File: config.mk
export PLATFORM = sky130hd
export DESIGN_NAME = demodPassThru
export DESIGN_NICKNAME = d
export VERILOG_FILES = /design/src/source/demodMapPkg.sv /design/src/source/demodSignalPkg.sv /design/src/source/cycleTimer.sv /design/src/source/dacChannel.sv /design/src/source/demodPassThru.sv /design/src/source/miscRegs.sv /design/src/source/resetStretch.sv /design/src/source/symbolRouter.sv
export SDC_FILE = /design/constraint.sdc
export NUM_CORES = 1
export LEC_CHECK = 0
export BUFFER_PORTS_ARGS = -buffer_cell sky130_fd_sc_hd__buf_4
export CAP_MARGIN = 15
export CORE_MARGIN = 1.5
export CORE_UTILIZATION = 53
export DETAILED_ROUTE_END_ITERATION = 10
export GPL_ROUTABILITY_DRIVEN = 0
export PLACE_DENSITY_LB_ADDON = 0.15
export SYNTH_ARGS = -nofsm -noshare
export SYNTH_HDL_FRONTEND = slang
export SYNTH_HIERARCHICAL = 1
export SYNTH_SLANG_ARGS = --single-unit
File: constraint.sdc
create_clock -name ck933 -period 5 [get_ports ck933]
set_clock_uncertainty 0.05 [all_clocks]
set_input_delay 0.5 -clock ck933 [delete_from_list [all_inputs] [get_ports ck933]]
set_output_delay 0.5 -clock ck933 [all_outputs]
set_load 0.005 [all_outputs]
File: src/source/demodMapPkg.sv
// Register map definitions
`default_nettype none

package demodMapPkg;

    // Bus geometry
    localparam int addrWidth = 12;
    localparam int busWidth = 16;

    // Miscellaneous space, 32 bytes
    localparam int miscSpaceBits = 5;
    localparam logic [addrWidth-1:0] miscBase = 12'h800;

    // Byte offsets of the 32-bit registers inside the space
    localparam logic [miscSpaceBits-1:0] regReset = 5'h00;
    localparam logic [miscSpaceBits-1:0] regVersion = 5'h04;
    localparam logic [miscSpaceBits-1:0] regClock = 5'h08;
    localparam logic [miscSpaceBits-1:0] regMode = 5'h0c;
    localparam logic [miscSpaceBits-1:0] regDacSel = 5'h10;

    // Returned in the high half
    localparam logic [busWidth-1:0] versionNumber = 16'h0120;

    // One register word, as a count or as two bus halves
    typedef union packed {
        logic [2*busWidth-1:0] whole;
        struct packed {
            logic [busWidth-1:0] high;
            logic [busWidth-1:0] low;
        } half;
    } regWord;

endpackage

`default_nettype wire

File: src/source/demodSignalPkg.sv
// Demodulator signal definitions
`default_nettype none

package demodSignalPkg;

    // Demodulator modes
    localparam int modeWidth = 4;
    localparam logic [modeWidth-1:0] modeLegacy = 4'd0;
    localparam logic [modeWidth-1:0] modePcmTrellis = 4'd1;
    localparam logic [modeWidth-1:0] modeSoqpsk = 4'd2;
    // Routed like legacy here
    localparam logic [modeWidth-1:0] modeMultih = 4'd3;

    // DAC source selects, trellis group
    localparam int dacSelWidth = 4;
    localparam logic [dacSelWidth-1:0] dacTrellisI = 4'd8;
    localparam logic [dacSelWidth-1:0] dacTrellisQ = 4'd9;
    localparam logic [dacSelWidth-1:0] dacTrellisPhErr = 4'd10;
    localparam logic [dacSelWidth-1:0] dacTrellisIndex = 4'd11;

    // Sample and converter widths
    localparam int sampleWidth = 18;
    localparam int dacWidth = 14;

endpackage

`default_nettype wire

File: src/source/cycleTimer.sv
// Free-running cycle timer
`timescale 1ns/100ps
`default_nettype none

module cycleTimer (
    input  wire                 ck933,
    input  wire                 clockCounterEn,
    input  wire                 timerRestart,
    output demodMapPkg::regWord count
);

    // Restart zeroes the count at the strobe edge, then it wraps freely
    always_ff @(posedge ck933 or posedge clockCounterEn) begin
        if (clockCounterEn) begin
            count.whole <= '0;
        end else if (timerRestart) begin
            count.whole <= '0;
        end else begin
            count.whole <= count.whole + 1'b1;
        end
    end

endmodule

`default_nettype wire

File: src/source/dacChannel.sv
// DAC source select and slice
`timescale 1ns/100ps
`default_nettype none

module dacChannel (
    input  wire                                         ck933,
    input  wire  [demodSignalPkg::dacSelWidth-1:0]      dacSel,
    input  wire  [demodSignalPkg::sampleWidth-1:0]      demodSample,
    input  wire  [demodSignalPkg::sampleWidth-1:0]      pcmSample,
    input  wire  [demodSignalPkg::sampleWidth-1:0]      soqpskSample,
    input  wire  [demodSignalPkg::modeWidth-1:0]        mode,
    output logic [demodSignalPkg::dacWidth-1:0]         dac
);

    logic [demodSignalPkg::sampleWidth-1:0] selSample;

    // Stage one, pick the source
    always_ff @(posedge ck933) begin
        case (dacSel)
            demodSignalPkg::dacTrellisI,
            demodSignalPkg::dacTrellisQ,
            demodSignalPkg::dacTrellisPhErr,
            demodSignalPkg::dacTrellisIndex: begin
                selSample <= (mode == demodSignalPkg::modePcmTrellis) ?
                             pcmSample : soqpskSample;
            end
            default: begin
                selSample <= demodSample;
            end
        endcase
    end

    // Stage two, keep the top bits for the converter
    always_ff @(posedge ck933) begin
        dac <= selSample[demodSignalPkg::sampleWidth-1 -: demodSignalPkg::dacWidth];
    end

endmodule

`default_nettype wire

File: src/source/demodPassThru.sv
// Demodulator pass-through top level
`timescale 1ns/100ps
`default_nettype none

module demodPassThru (
    input  wire                                     ck933,
    input  wire                                     clockCounterEn,
    input  wire                                     wrStrobe,
    input  wire                                     rdStrobe,
    input  wire  [demodMapPkg::addrWidth-1:0]       addr,
    input  wire  [demodMapPkg::busWidth-1:0]        wrData,
    output wire  [demodMapPkg::busWidth-1:0]        rdData,
    output wire                                     rdValid,
    input  wire                                     legacyIBit,
    input  wire                                     legacyQBit,
    input  wire                                     legacySymEn,
    input  wire                                     legacySym2xEn,
    input  wire                                     pcmBit,
    input  wire                                     pcmSymEn,
    input  wire                                     pcmSym2xEn,
    input  wire                                     soqpskBit,
    input  wire                                     soqpskSymEn,
    input  wire                                     soqpskSym2xEn,
    output wire                                     iData,
    output wire                                     qData,
    output wire                                     dataSymEn,
    output wire                                     dataSym2xEn,
    input  wire  [demodSignalPkg::sampleWidth-1:0]  demodSample0,
    input  wire  [demodSignalPkg::sampleWidth-1:0]  demodSample1,
    input  wire  [demodSignalPkg::sampleWidth-1:0]  demodSample2,
    input  wire  [demodSignalPkg::sampleWidth-1:0]  pcmSample0,
    input  wire  [demodSignalPkg::sampleWidth-1:0]  pcmSample1,
    input  wire  [demodSignalPkg::sampleWidth-1:0]  pcmSample2,
    input  wire  [demodSignalPkg::sampleWidth-1:0]  soqpskSample0,
    input  wire  [demodSignalPkg::sampleWidth-1:0]  soqpskSample1,
    input  wire  [demodSignalPkg::sampleWidth-1:0]  soqpskSample2,
    output wire  [demodSignalPkg::dacWidth-1:0]     dac0,
    output wire  [demodSignalPkg::dacWidth-1:0]     dac1,
    output wire  [demodSignalPkg::dacWidth-1:0]     dac2,
    output wire                                     demodReset
);

    wire [demodSignalPkg::modeWidth-1:0]    mode;
    wire [demodSignalPkg::dacSelWidth-1:0]  dacSel0;
    wire [demodSignalPkg::dacSelWidth-1:0]  dacSel1;
    wire [demodSignalPkg::dacSelWidth-1:0]  dacSel2;
    wire                                    timerRestart;
    wire                                    resetTrigger;
    demodMapPkg::regWord                    count;

    // ********************
    // Register space
    miscRegs regs (
        .ck933(ck933),
        .clockCounterEn(clockCounterEn),
        .wrStrobe(wrStrobe),
        .rdStrobe(rdStrobe),
        .addr(addr),
        .wrData(wrData),
        .rdData(rdData),
        .rdValid(rdValid),
        .mode(mode),
        .dacSel0(dacSel0),
        .dacSel1(dacSel1),
        .dacSel2(dacSel2),
        .timerRestart(timerRestart),
        .resetTrigger(resetTrigger),
        .count(count)
    );

    cycleTimer timer (
        .ck933(ck933),
        .clockCounterEn(clockCounterEn),
        .timerRestart(timerRestart),
        .count(count)
    );

    resetStretch stretch (
        .ck933(ck933),
        .clockCounterEn(clockCounterEn),
        .resetTrigger(resetTrigger),
        .demodReset(demodReset)
    );

    // ********************
    // Bit stream output
    symbolRouter router (
        .ck933(ck933),
        .clockCounterEn(clockCounterEn),
        .mode(mode),
        .legacyIBit(legacyIBit),
        .legacyQBit(legacyQBit),
        .legacySymEn(legacySymEn),
        .legacySym2xEn(legacySym2xEn),
        .pcmBit(pcmBit),
        .pcmSymEn(pcmSymEn),
        .pcmSym2xEn(pcmSym2xEn),
        .soqpskBit(soqpskBit),
        .soqpskSymEn(soqpskSymEn),
        .soqpskSym2xEn(soqpskSym2xEn),
        .iData(iData),
        .qData(qData),
        .dataSymEn(dataSymEn),
        .dataSym2xEn(dataSym2xEn)
    );

    // ********************
    // DAC outputs
    dacChannel dacCh0 (
        .ck933(ck933),
        .dacSel(dacSel0),
        .demodSample(demodSample0),
        .pcmSample(pcmSample0),
        .soqpskSample(soqpskSample0),
        .mode(mode),
        .dac(dac0)
    );

    dacChannel dacCh1 (
        .ck933(ck933),
        .dacSel(dacSel1),
        .demodSample(demodSample1),
        .pcmSample(pcmSample1),
        .soqpskSample(soqpskSample1),
        .mode(mode),
        .dac(dac1)
    );

    dacChannel dacCh2 (
        .ck933(ck933),
        .dacSel(dacSel2),
        .demodSample(demodSample2),
        .pcmSample(pcmSample2),
        .soqpskSample(soqpskSample2),
        .mode(mode),
        .dac(dac2)
    );

endmodule

`default_nettype wire

File: src/source/miscRegs.sv
// Miscellaneous register block
`timescale 1ns/100ps
`default_nettype none

module miscRegs (
    input  wire                                         ck933,
    input  wire                                         clockCounterEn,
    input  wire                                         wrStrobe,
    input  wire                                         rdStrobe,
    input  wire  [demodMapPkg::addrWidth-1:0]           addr,
    input  wire  [demodMapPkg::busWidth-1:0]            wrData,
    output logic [demodMapPkg::busWidth-1:0]            rdData,
    output logic                                        rdValid,
    output logic [demodSignalPkg::modeWidth-1:0]        mode,
    output logic [demodSignalPkg::dacSelWidth-1:0]      dacSel0,
    output logic [demodSignalPkg::dacSelWidth-1:0]      dacSel1,
    output logic [demodSignalPkg::dacSelWidth-1:0]      dacSel2,
    output logic                                        timerRestart,
    output logic                                        resetTrigger,
    input  demodMapPkg::regWord                         count
);

    localparam int spaceBits = demodMapPkg::miscSpaceBits;
    localparam int selWidth = demodSignalPkg::dacSelWidth;

    logic                           miscHit;
    logic [spaceBits-1:0]           offset;
    logic                           wrHit;
    logic                           rdHit;
    logic                           timerSnap;
    demodMapPkg::regWord            hold;
    demodMapPkg::regWord            readWord;
    logic [demodMapPkg::busWidth-1:0] readHalf;

    // ********************
    // Address decode
    assign miscHit = (addr[demodMapPkg::addrWidth-1:spaceBits] ==
                      demodMapPkg::miscBase[demodMapPkg::addrWidth-1:spaceBits]);
    // Word offset, half select dropped
    assign offset = {addr[spaceBits-1:2], 2'b00};
    assign wrHit = wrStrobe & miscHit;
    assign rdHit = rdStrobe & miscHit;

    // Strobes to the timer and the reset stretcher
    assign timerRestart = wrHit & (offset == demodMapPkg::regClock);
    assign timerSnap = rdHit & (offset == demodMapPkg::regClock) & ~addr[1];
    assign resetTrigger = rdHit & (offset == demodMapPkg::regReset);

    // ********************
    // Writable registers
    always_ff @(posedge ck933 or posedge clockCounterEn) begin
        if (clockCounterEn) begin
            mode <= demodSignalPkg::modeLegacy;
            dacSel0 <= '0;
            dacSel1 <= '0;
            dacSel2 <= '0;
        end else if (wrHit) begin
            if (offset == demodMapPkg::regMode) begin
                mode <= wrData[demodSignalPkg::modeWidth-1:0];
            end
            if (offset == demodMapPkg::regDacSel) begin
                dacSel0 <= wrData[selWidth-1:0];
                dacSel1 <= wrData[2*selWidth-1:selWidth];
                dacSel2 <= wrData[3*selWidth-1:2*selWidth];
            end
        end
    end

    // Low half read freezes the count for the later high half read
    always_ff @(posedge ck933) begin
        if (timerSnap) begin
            hold <= count;
        end
    end

    // ********************
    // Read data
    always_comb begin
        readWord.whole = '0;
        if (miscHit) begin
            case (offset)
                demodMapPkg::regVersion: readWord.half.high = demodMapPkg::versionNumber;
                demodMapPkg::regClock: readWord = addr[1] ? hold : count;
                demodMapPkg::regMode: readWord.half.low[demodSignalPkg::modeWidth-1:0] = mode;
                demodMapPkg::regDacSel: readWord.half.low[3*selWidth-1:0] =
                    {dacSel2, dacSel1, dacSel0};
                default: readWord.whole = '0;
            endcase
        end
    end

    assign readHalf = addr[1] ? readWord.half.high : readWord.half.low;

    always_ff @(posedge ck933 or posedge clockCounterEn) begin
        if (clockCounterEn) begin
            rdData <= '0;
            rdValid <= 1'b0;
        end else begin
            rdValid <= rdStrobe;
            if (rdStrobe) begin
                rdData <= readHalf;
            end
        end
    end

endmodule

`default_nettype wire

File: src/source/resetStretch.sv
// Downstream reset stretcher
`timescale 1ns/100ps
`default_nettype none

module resetStretch (
    input  wire  ck933,
    input  wire  clockCounterEn,
    input  wire  resetTrigger,
    output logic demodReset
);

    logic [2:0] stretchCount;

    // Load edge plus five more gives six cycles high
    always_ff @(posedge ck933 or posedge clockCounterEn) begin
        if (clockCounterEn) begin
            stretchCount <= '0;
            demodReset <= 1'b0;
        end else if (resetTrigger) begin
            stretchCount <= 3'd5;
            demodReset <= 1'b1;
        end else if (stretchCount != 3'd0) begin
            stretchCount <= stretchCount - 1'b1;
            demodReset <= 1'b1;
        end else begin
            demodReset <= 1'b0;
        end
    end

endmodule

`default_nettype wire

File: src/source/symbolRouter.sv
// Output bit stream router
`timescale 1ns/100ps
`default_nettype none

module symbolRouter (
    input  wire                                     ck933,
    input  wire                                     clockCounterEn,
    input  wire  [demodSignalPkg::modeWidth-1:0]    mode,
    input  wire                                     legacyIBit,
    input  wire                                     legacyQBit,
    input  wire                                     legacySymEn,
    input  wire                                     legacySym2xEn,
    input  wire                                     pcmBit,
    input  wire                                     pcmSymEn,
    input  wire                                     pcmSym2xEn,
    input  wire                                     soqpskBit,
    input  wire                                     soqpskSymEn,
    input  wire                                     soqpskSym2xEn,
    output logic                                    iData,
    output logic                                    qData,
    output logic                                    dataSymEn,
    output logic                                    dataSym2xEn
);

    logic pcmMode;
    logic trellisMode;
    logic trellisBit;
    logic trellisSymEn;
    logic trellisSym2xEn;
    logic legacyI;
    logic legacyQ;
    logic legacyEn;
    logic legacy2xEn;

    assign pcmMode = (mode == demodSignalPkg::modePcmTrellis);
    assign trellisMode = pcmMode || (mode == demodSignalPkg::modeSoqpsk);

    // Enables, both stages
    always_ff @(posedge ck933 or posedge clockCounterEn) begin
        if (clockCounterEn) begin
            trellisSymEn <= 1'b0;
            trellisSym2xEn <= 1'b0;
            legacyEn <= 1'b0;
            legacy2xEn <= 1'b0;
            dataSymEn <= 1'b0;
            dataSym2xEn <= 1'b0;
        end else begin
            trellisSymEn <= pcmMode ? pcmSymEn : soqpskSymEn;
            trellisSym2xEn <= pcmMode ? pcmSym2xEn : soqpskSym2xEn;
            legacyEn <= legacySymEn;
            legacy2xEn <= legacySym2xEn;
            dataSymEn <= trellisMode ? trellisSymEn : legacyEn;
            dataSym2xEn <= trellisMode ? trellisSym2xEn : legacy2xEn;
        end
    end

    // Data bits, same two stages
    always_ff @(posedge ck933) begin
        trellisBit <= pcmMode ? pcmBit : soqpskBit;
        legacyI <= legacyIBit;
        legacyQ <= legacyQBit;
        // Trellis decision feeds both I and Q
        iData <= trellisMode ? trellisBit : legacyI;
        qData <= trellisMode ? trellisBit : legacyQ;
    end

endmodule

`default_nettype wire

==> results_dict.tcl <==
set metrics [dict create \
    syn_to_final_growth_pct 34.0 \
    vias 5726 \
    grt_max_degree 34 \
    cts_buffer_depth 2 \
    initial_utilization_pct 54.5 \
    syn_nets 830 \
    multiInputGateArea_mm2 0.00286 \
    ctsResizeCount 0 \
    rsz0062_at_grt "no" \
    std_cell_rows 42 \
    cts_max_level 4 \
    power.density_mw_per_mm2 341 \
    crit_path_max_fanout 16 \
    min_path_cells 1 \
    synth_top_area_share_pct 26.0 \
    end_kind "flop" \
    die_area_mm2 0.0143 \
    cts_buffers 17 \
    cts.sinks 180 \
    die_w_um 120 \
    ys_top_cells_by_count "dfxtp_1 (89), dfrtp_1 (75), nand2_1 (54)" \
    grtUsageTotal_pct 25.1 \
    grt-ovfl-total 0 \
    fmax_mhz 430 \
    worstSetupPathType "flop to flop" \
    finalInstanceArea_mm2 0.00966 \
    relSlewSlack_pct 23.6 \
    final.min_clock_period_ns 2.33 \
    drv_slew 0 \
    nNetsFinal 1053 \
    syn_inst 623 \
    synth_cell_types 54 \
    drcViolationCount 0 \
    diodes 0 \
    yosysSeqAreaShare_pct 57.4 \
    synth_area_mm2 0.00721 \
    tightest_slew_ns 1.14 \
    dp_hpwl_um 12800 \
    syn_area_per_cell_um2 11.6 \
    setup_tns_ns 0 \
    ys_seq_elements 180 \
    p_seq_share_pct 49.6 \
    drive_gt1_share_pct 36.4 \
    synthTopCellsByArea "dfrtp_1 (26%), dfxtp_1 (25%), edfxtp_1 (6.7%)" \
    cp.arrival_ns 2.63 \
    regArea_mm2 0.00414 \
    drt_iter0_drc 421 \
    synth-edff-count 16 \
    antenna_found_initial 0 \
    ctsRootBufferMaster "clkbuf_16" \
    io_pins 268 \
    cp.required_ns 5.31 \
    placed_cell_area_mm2 0.00902 \
    rr_worst_depth 4 \
    cp-start-kind "flop" \
    drtPass1Iterations 4 \
    yosysWarnings 6 \
    grt_pass1_wl_um 28100 \
    clk_pin_slew_ns 0.06 \
    port_buffers 226 \
    grt_pass1_vias 5673 \
    p_int_w 0.00250 \
    routedWlPerCell_um 17.4 \
    hold_viol_final 0 \
    post_cts_buffers 0 \
    p_comb_share_pct 10.9 \
    vdd_drop_max_mv 0.267 \
    maxCapViolCount 0 \
    period_share_pct 46.5 \
    stdcell_count 1035 \
    hold_class "primary input to flop" \
    setup_viol 0 \
    fillers 933 \
    p_total_w 0.00330 \
    die_h_um 120 \
    yosysMostFrequentCell "dfxtp_1" \
    dp.cells 999 \
    netSwitchingPower_w 0.000801 \
    yosys_most_used_dff "dfxtp_1" \
    insertion_delay_ns 0.43 \
    leakagePower_nw 4.33 \
    status "finished, final reports clean" \
    core-area_mm2 0.0132 \
    ant_nets 0 \
    viasPerCell 5.53 \
    clkPwrFrac_pct 39.5 \
    synthArstFlopShare_pct 41.7 \
    swShare_pct 24.3 \
    yosys.area.top_type "dfrtp_1" \
    cts_tree "built" \
    drt_wl_total_um 18000 \
]
[state kept, by name, indices dropped and copies added, names as in the netlist, 3 cells and up]
signal / count
dacCh2/dac: 14
timer/count: 32
regs/rdData: 16
regs/hold: 16
regs/dacSel0: 4
regs/dacSel2: 4
regs/dacSel1: 4
dacCh0/dac: 14
dacCh0/selSample: 14
dacCh1/selSample: 14
dacCh1/dac: 14
dacCh2/selSample: 14
regs/mode: 4
stretch/stretchCount: 3
[cell families (layout without fill, tap and decap cells)]
logic type,after synthesis,after routing,share of synthesized area [%]
AO/OA/AOI/OAI,117,117,9.93
flip-flops,180,180,57.4
multiplexers,74,74,11.3
adder cells (fa/ha/maj),3,3,0.521
buffers and inverters,47,283,3.04
AND/OR/NAND/NOR,189,189,16.3
XOR/XNOR,13,13,1.58
[power groups by stage]
stage / Combinational, W / Clock, W / Sequential (W)
after floorplan: 0.000174 / 0 / 0.00164
after global placement: 0.000336 / 0 / 0.00166
after detailed placement: 0.000359 / 0 / 0.00166
after CTS: 0.000361 / 0.00132 / 0.00163
after global routing: 0.000393 / 0.00138 / 0.00165
final: 0.000359 / 0.00130 / 0.00164
[cell type report]
type                       count  share of cell area (%)
timing repair buffer         237                    18.8
sequential                   180                    42.8
inverter                      14                   0.544
multi-input combinational    396                    29.6
clock buffer                  20                    4.83
tap                          176                    2.28
clock inverter                12                    1.19
[path summary, 6_finish.rpt]
check                               startpoint                       to  slack (ns)
max reg2reg                    timer/count[15]          timer/count[28]        2.67
max in group asynchronous       clockCounterEn          regs/rdData[13]        3.85
min reg2reg                dacCh2/selSample[4]            dacCh2/dac[0]        0.28
max                            timer/count[15]          timer/count[28]        2.67
min in group asynchronous       clockCounterEn  stretch/stretchCount[1]        0.51
min                                 legacyIBit           router/legacyI        0.13
[through the flow]
step	hold WS, ns	setup WS [ns]	util (%)
after global routing	0.111	2.52	73.0
after CTS	0.112	2.67	72.6
final	0.126	2.67	73.0
after detailed placement	0.262	2.35	68.1
after floorplan	0.216	1.94	-
after global placement	0.260	2.41	68.1
[worst max-delay path: stages (launching register included)]
cell and delay (ns):
dfrtp_1 0.44, and4_1 0.33, nand4_1 0.50, or4b_2 0.79, a21oi_1 0.15
[cells in the final DEF, fill, tap and decap left out, types with 7 or more instances in the layout]
cell type and n:
buf_4 233, dfxtp_1 89, dfrtp_1 75, nand2_1 54, mux2i_1 47, o21ai_1 24
a21oi_1 22, o21ai_0 21, nor2_1 21, nand4_1 21, clkbuf_16 17, mux2_2 17
edfxtp_1 16, nor2b_1 14, inv_1 14, or3_1 11, a31oi_1 10, nor4bb_1 10
nand3_1 10, mux2_4 10, nand2b_1 8, a22oi_1 8, o31ai_1 8, xor2_1 8
or4_1 7
[what timing repair did]
item / 4_1_cts / 5_1_grt
endpoints found under the setup margin: 0 / 0
endpoints found under the hold margin: 10 / 0
hold buffers: 1 / 0
[layer usage]
metal  track usage [%]  routed length [µm]
met1              31.3                7270
met2              42.5                9150
met3              5.37                1150
met4              10.3                 410
met5                 0                   0
(Power assumes the default switching activity.)
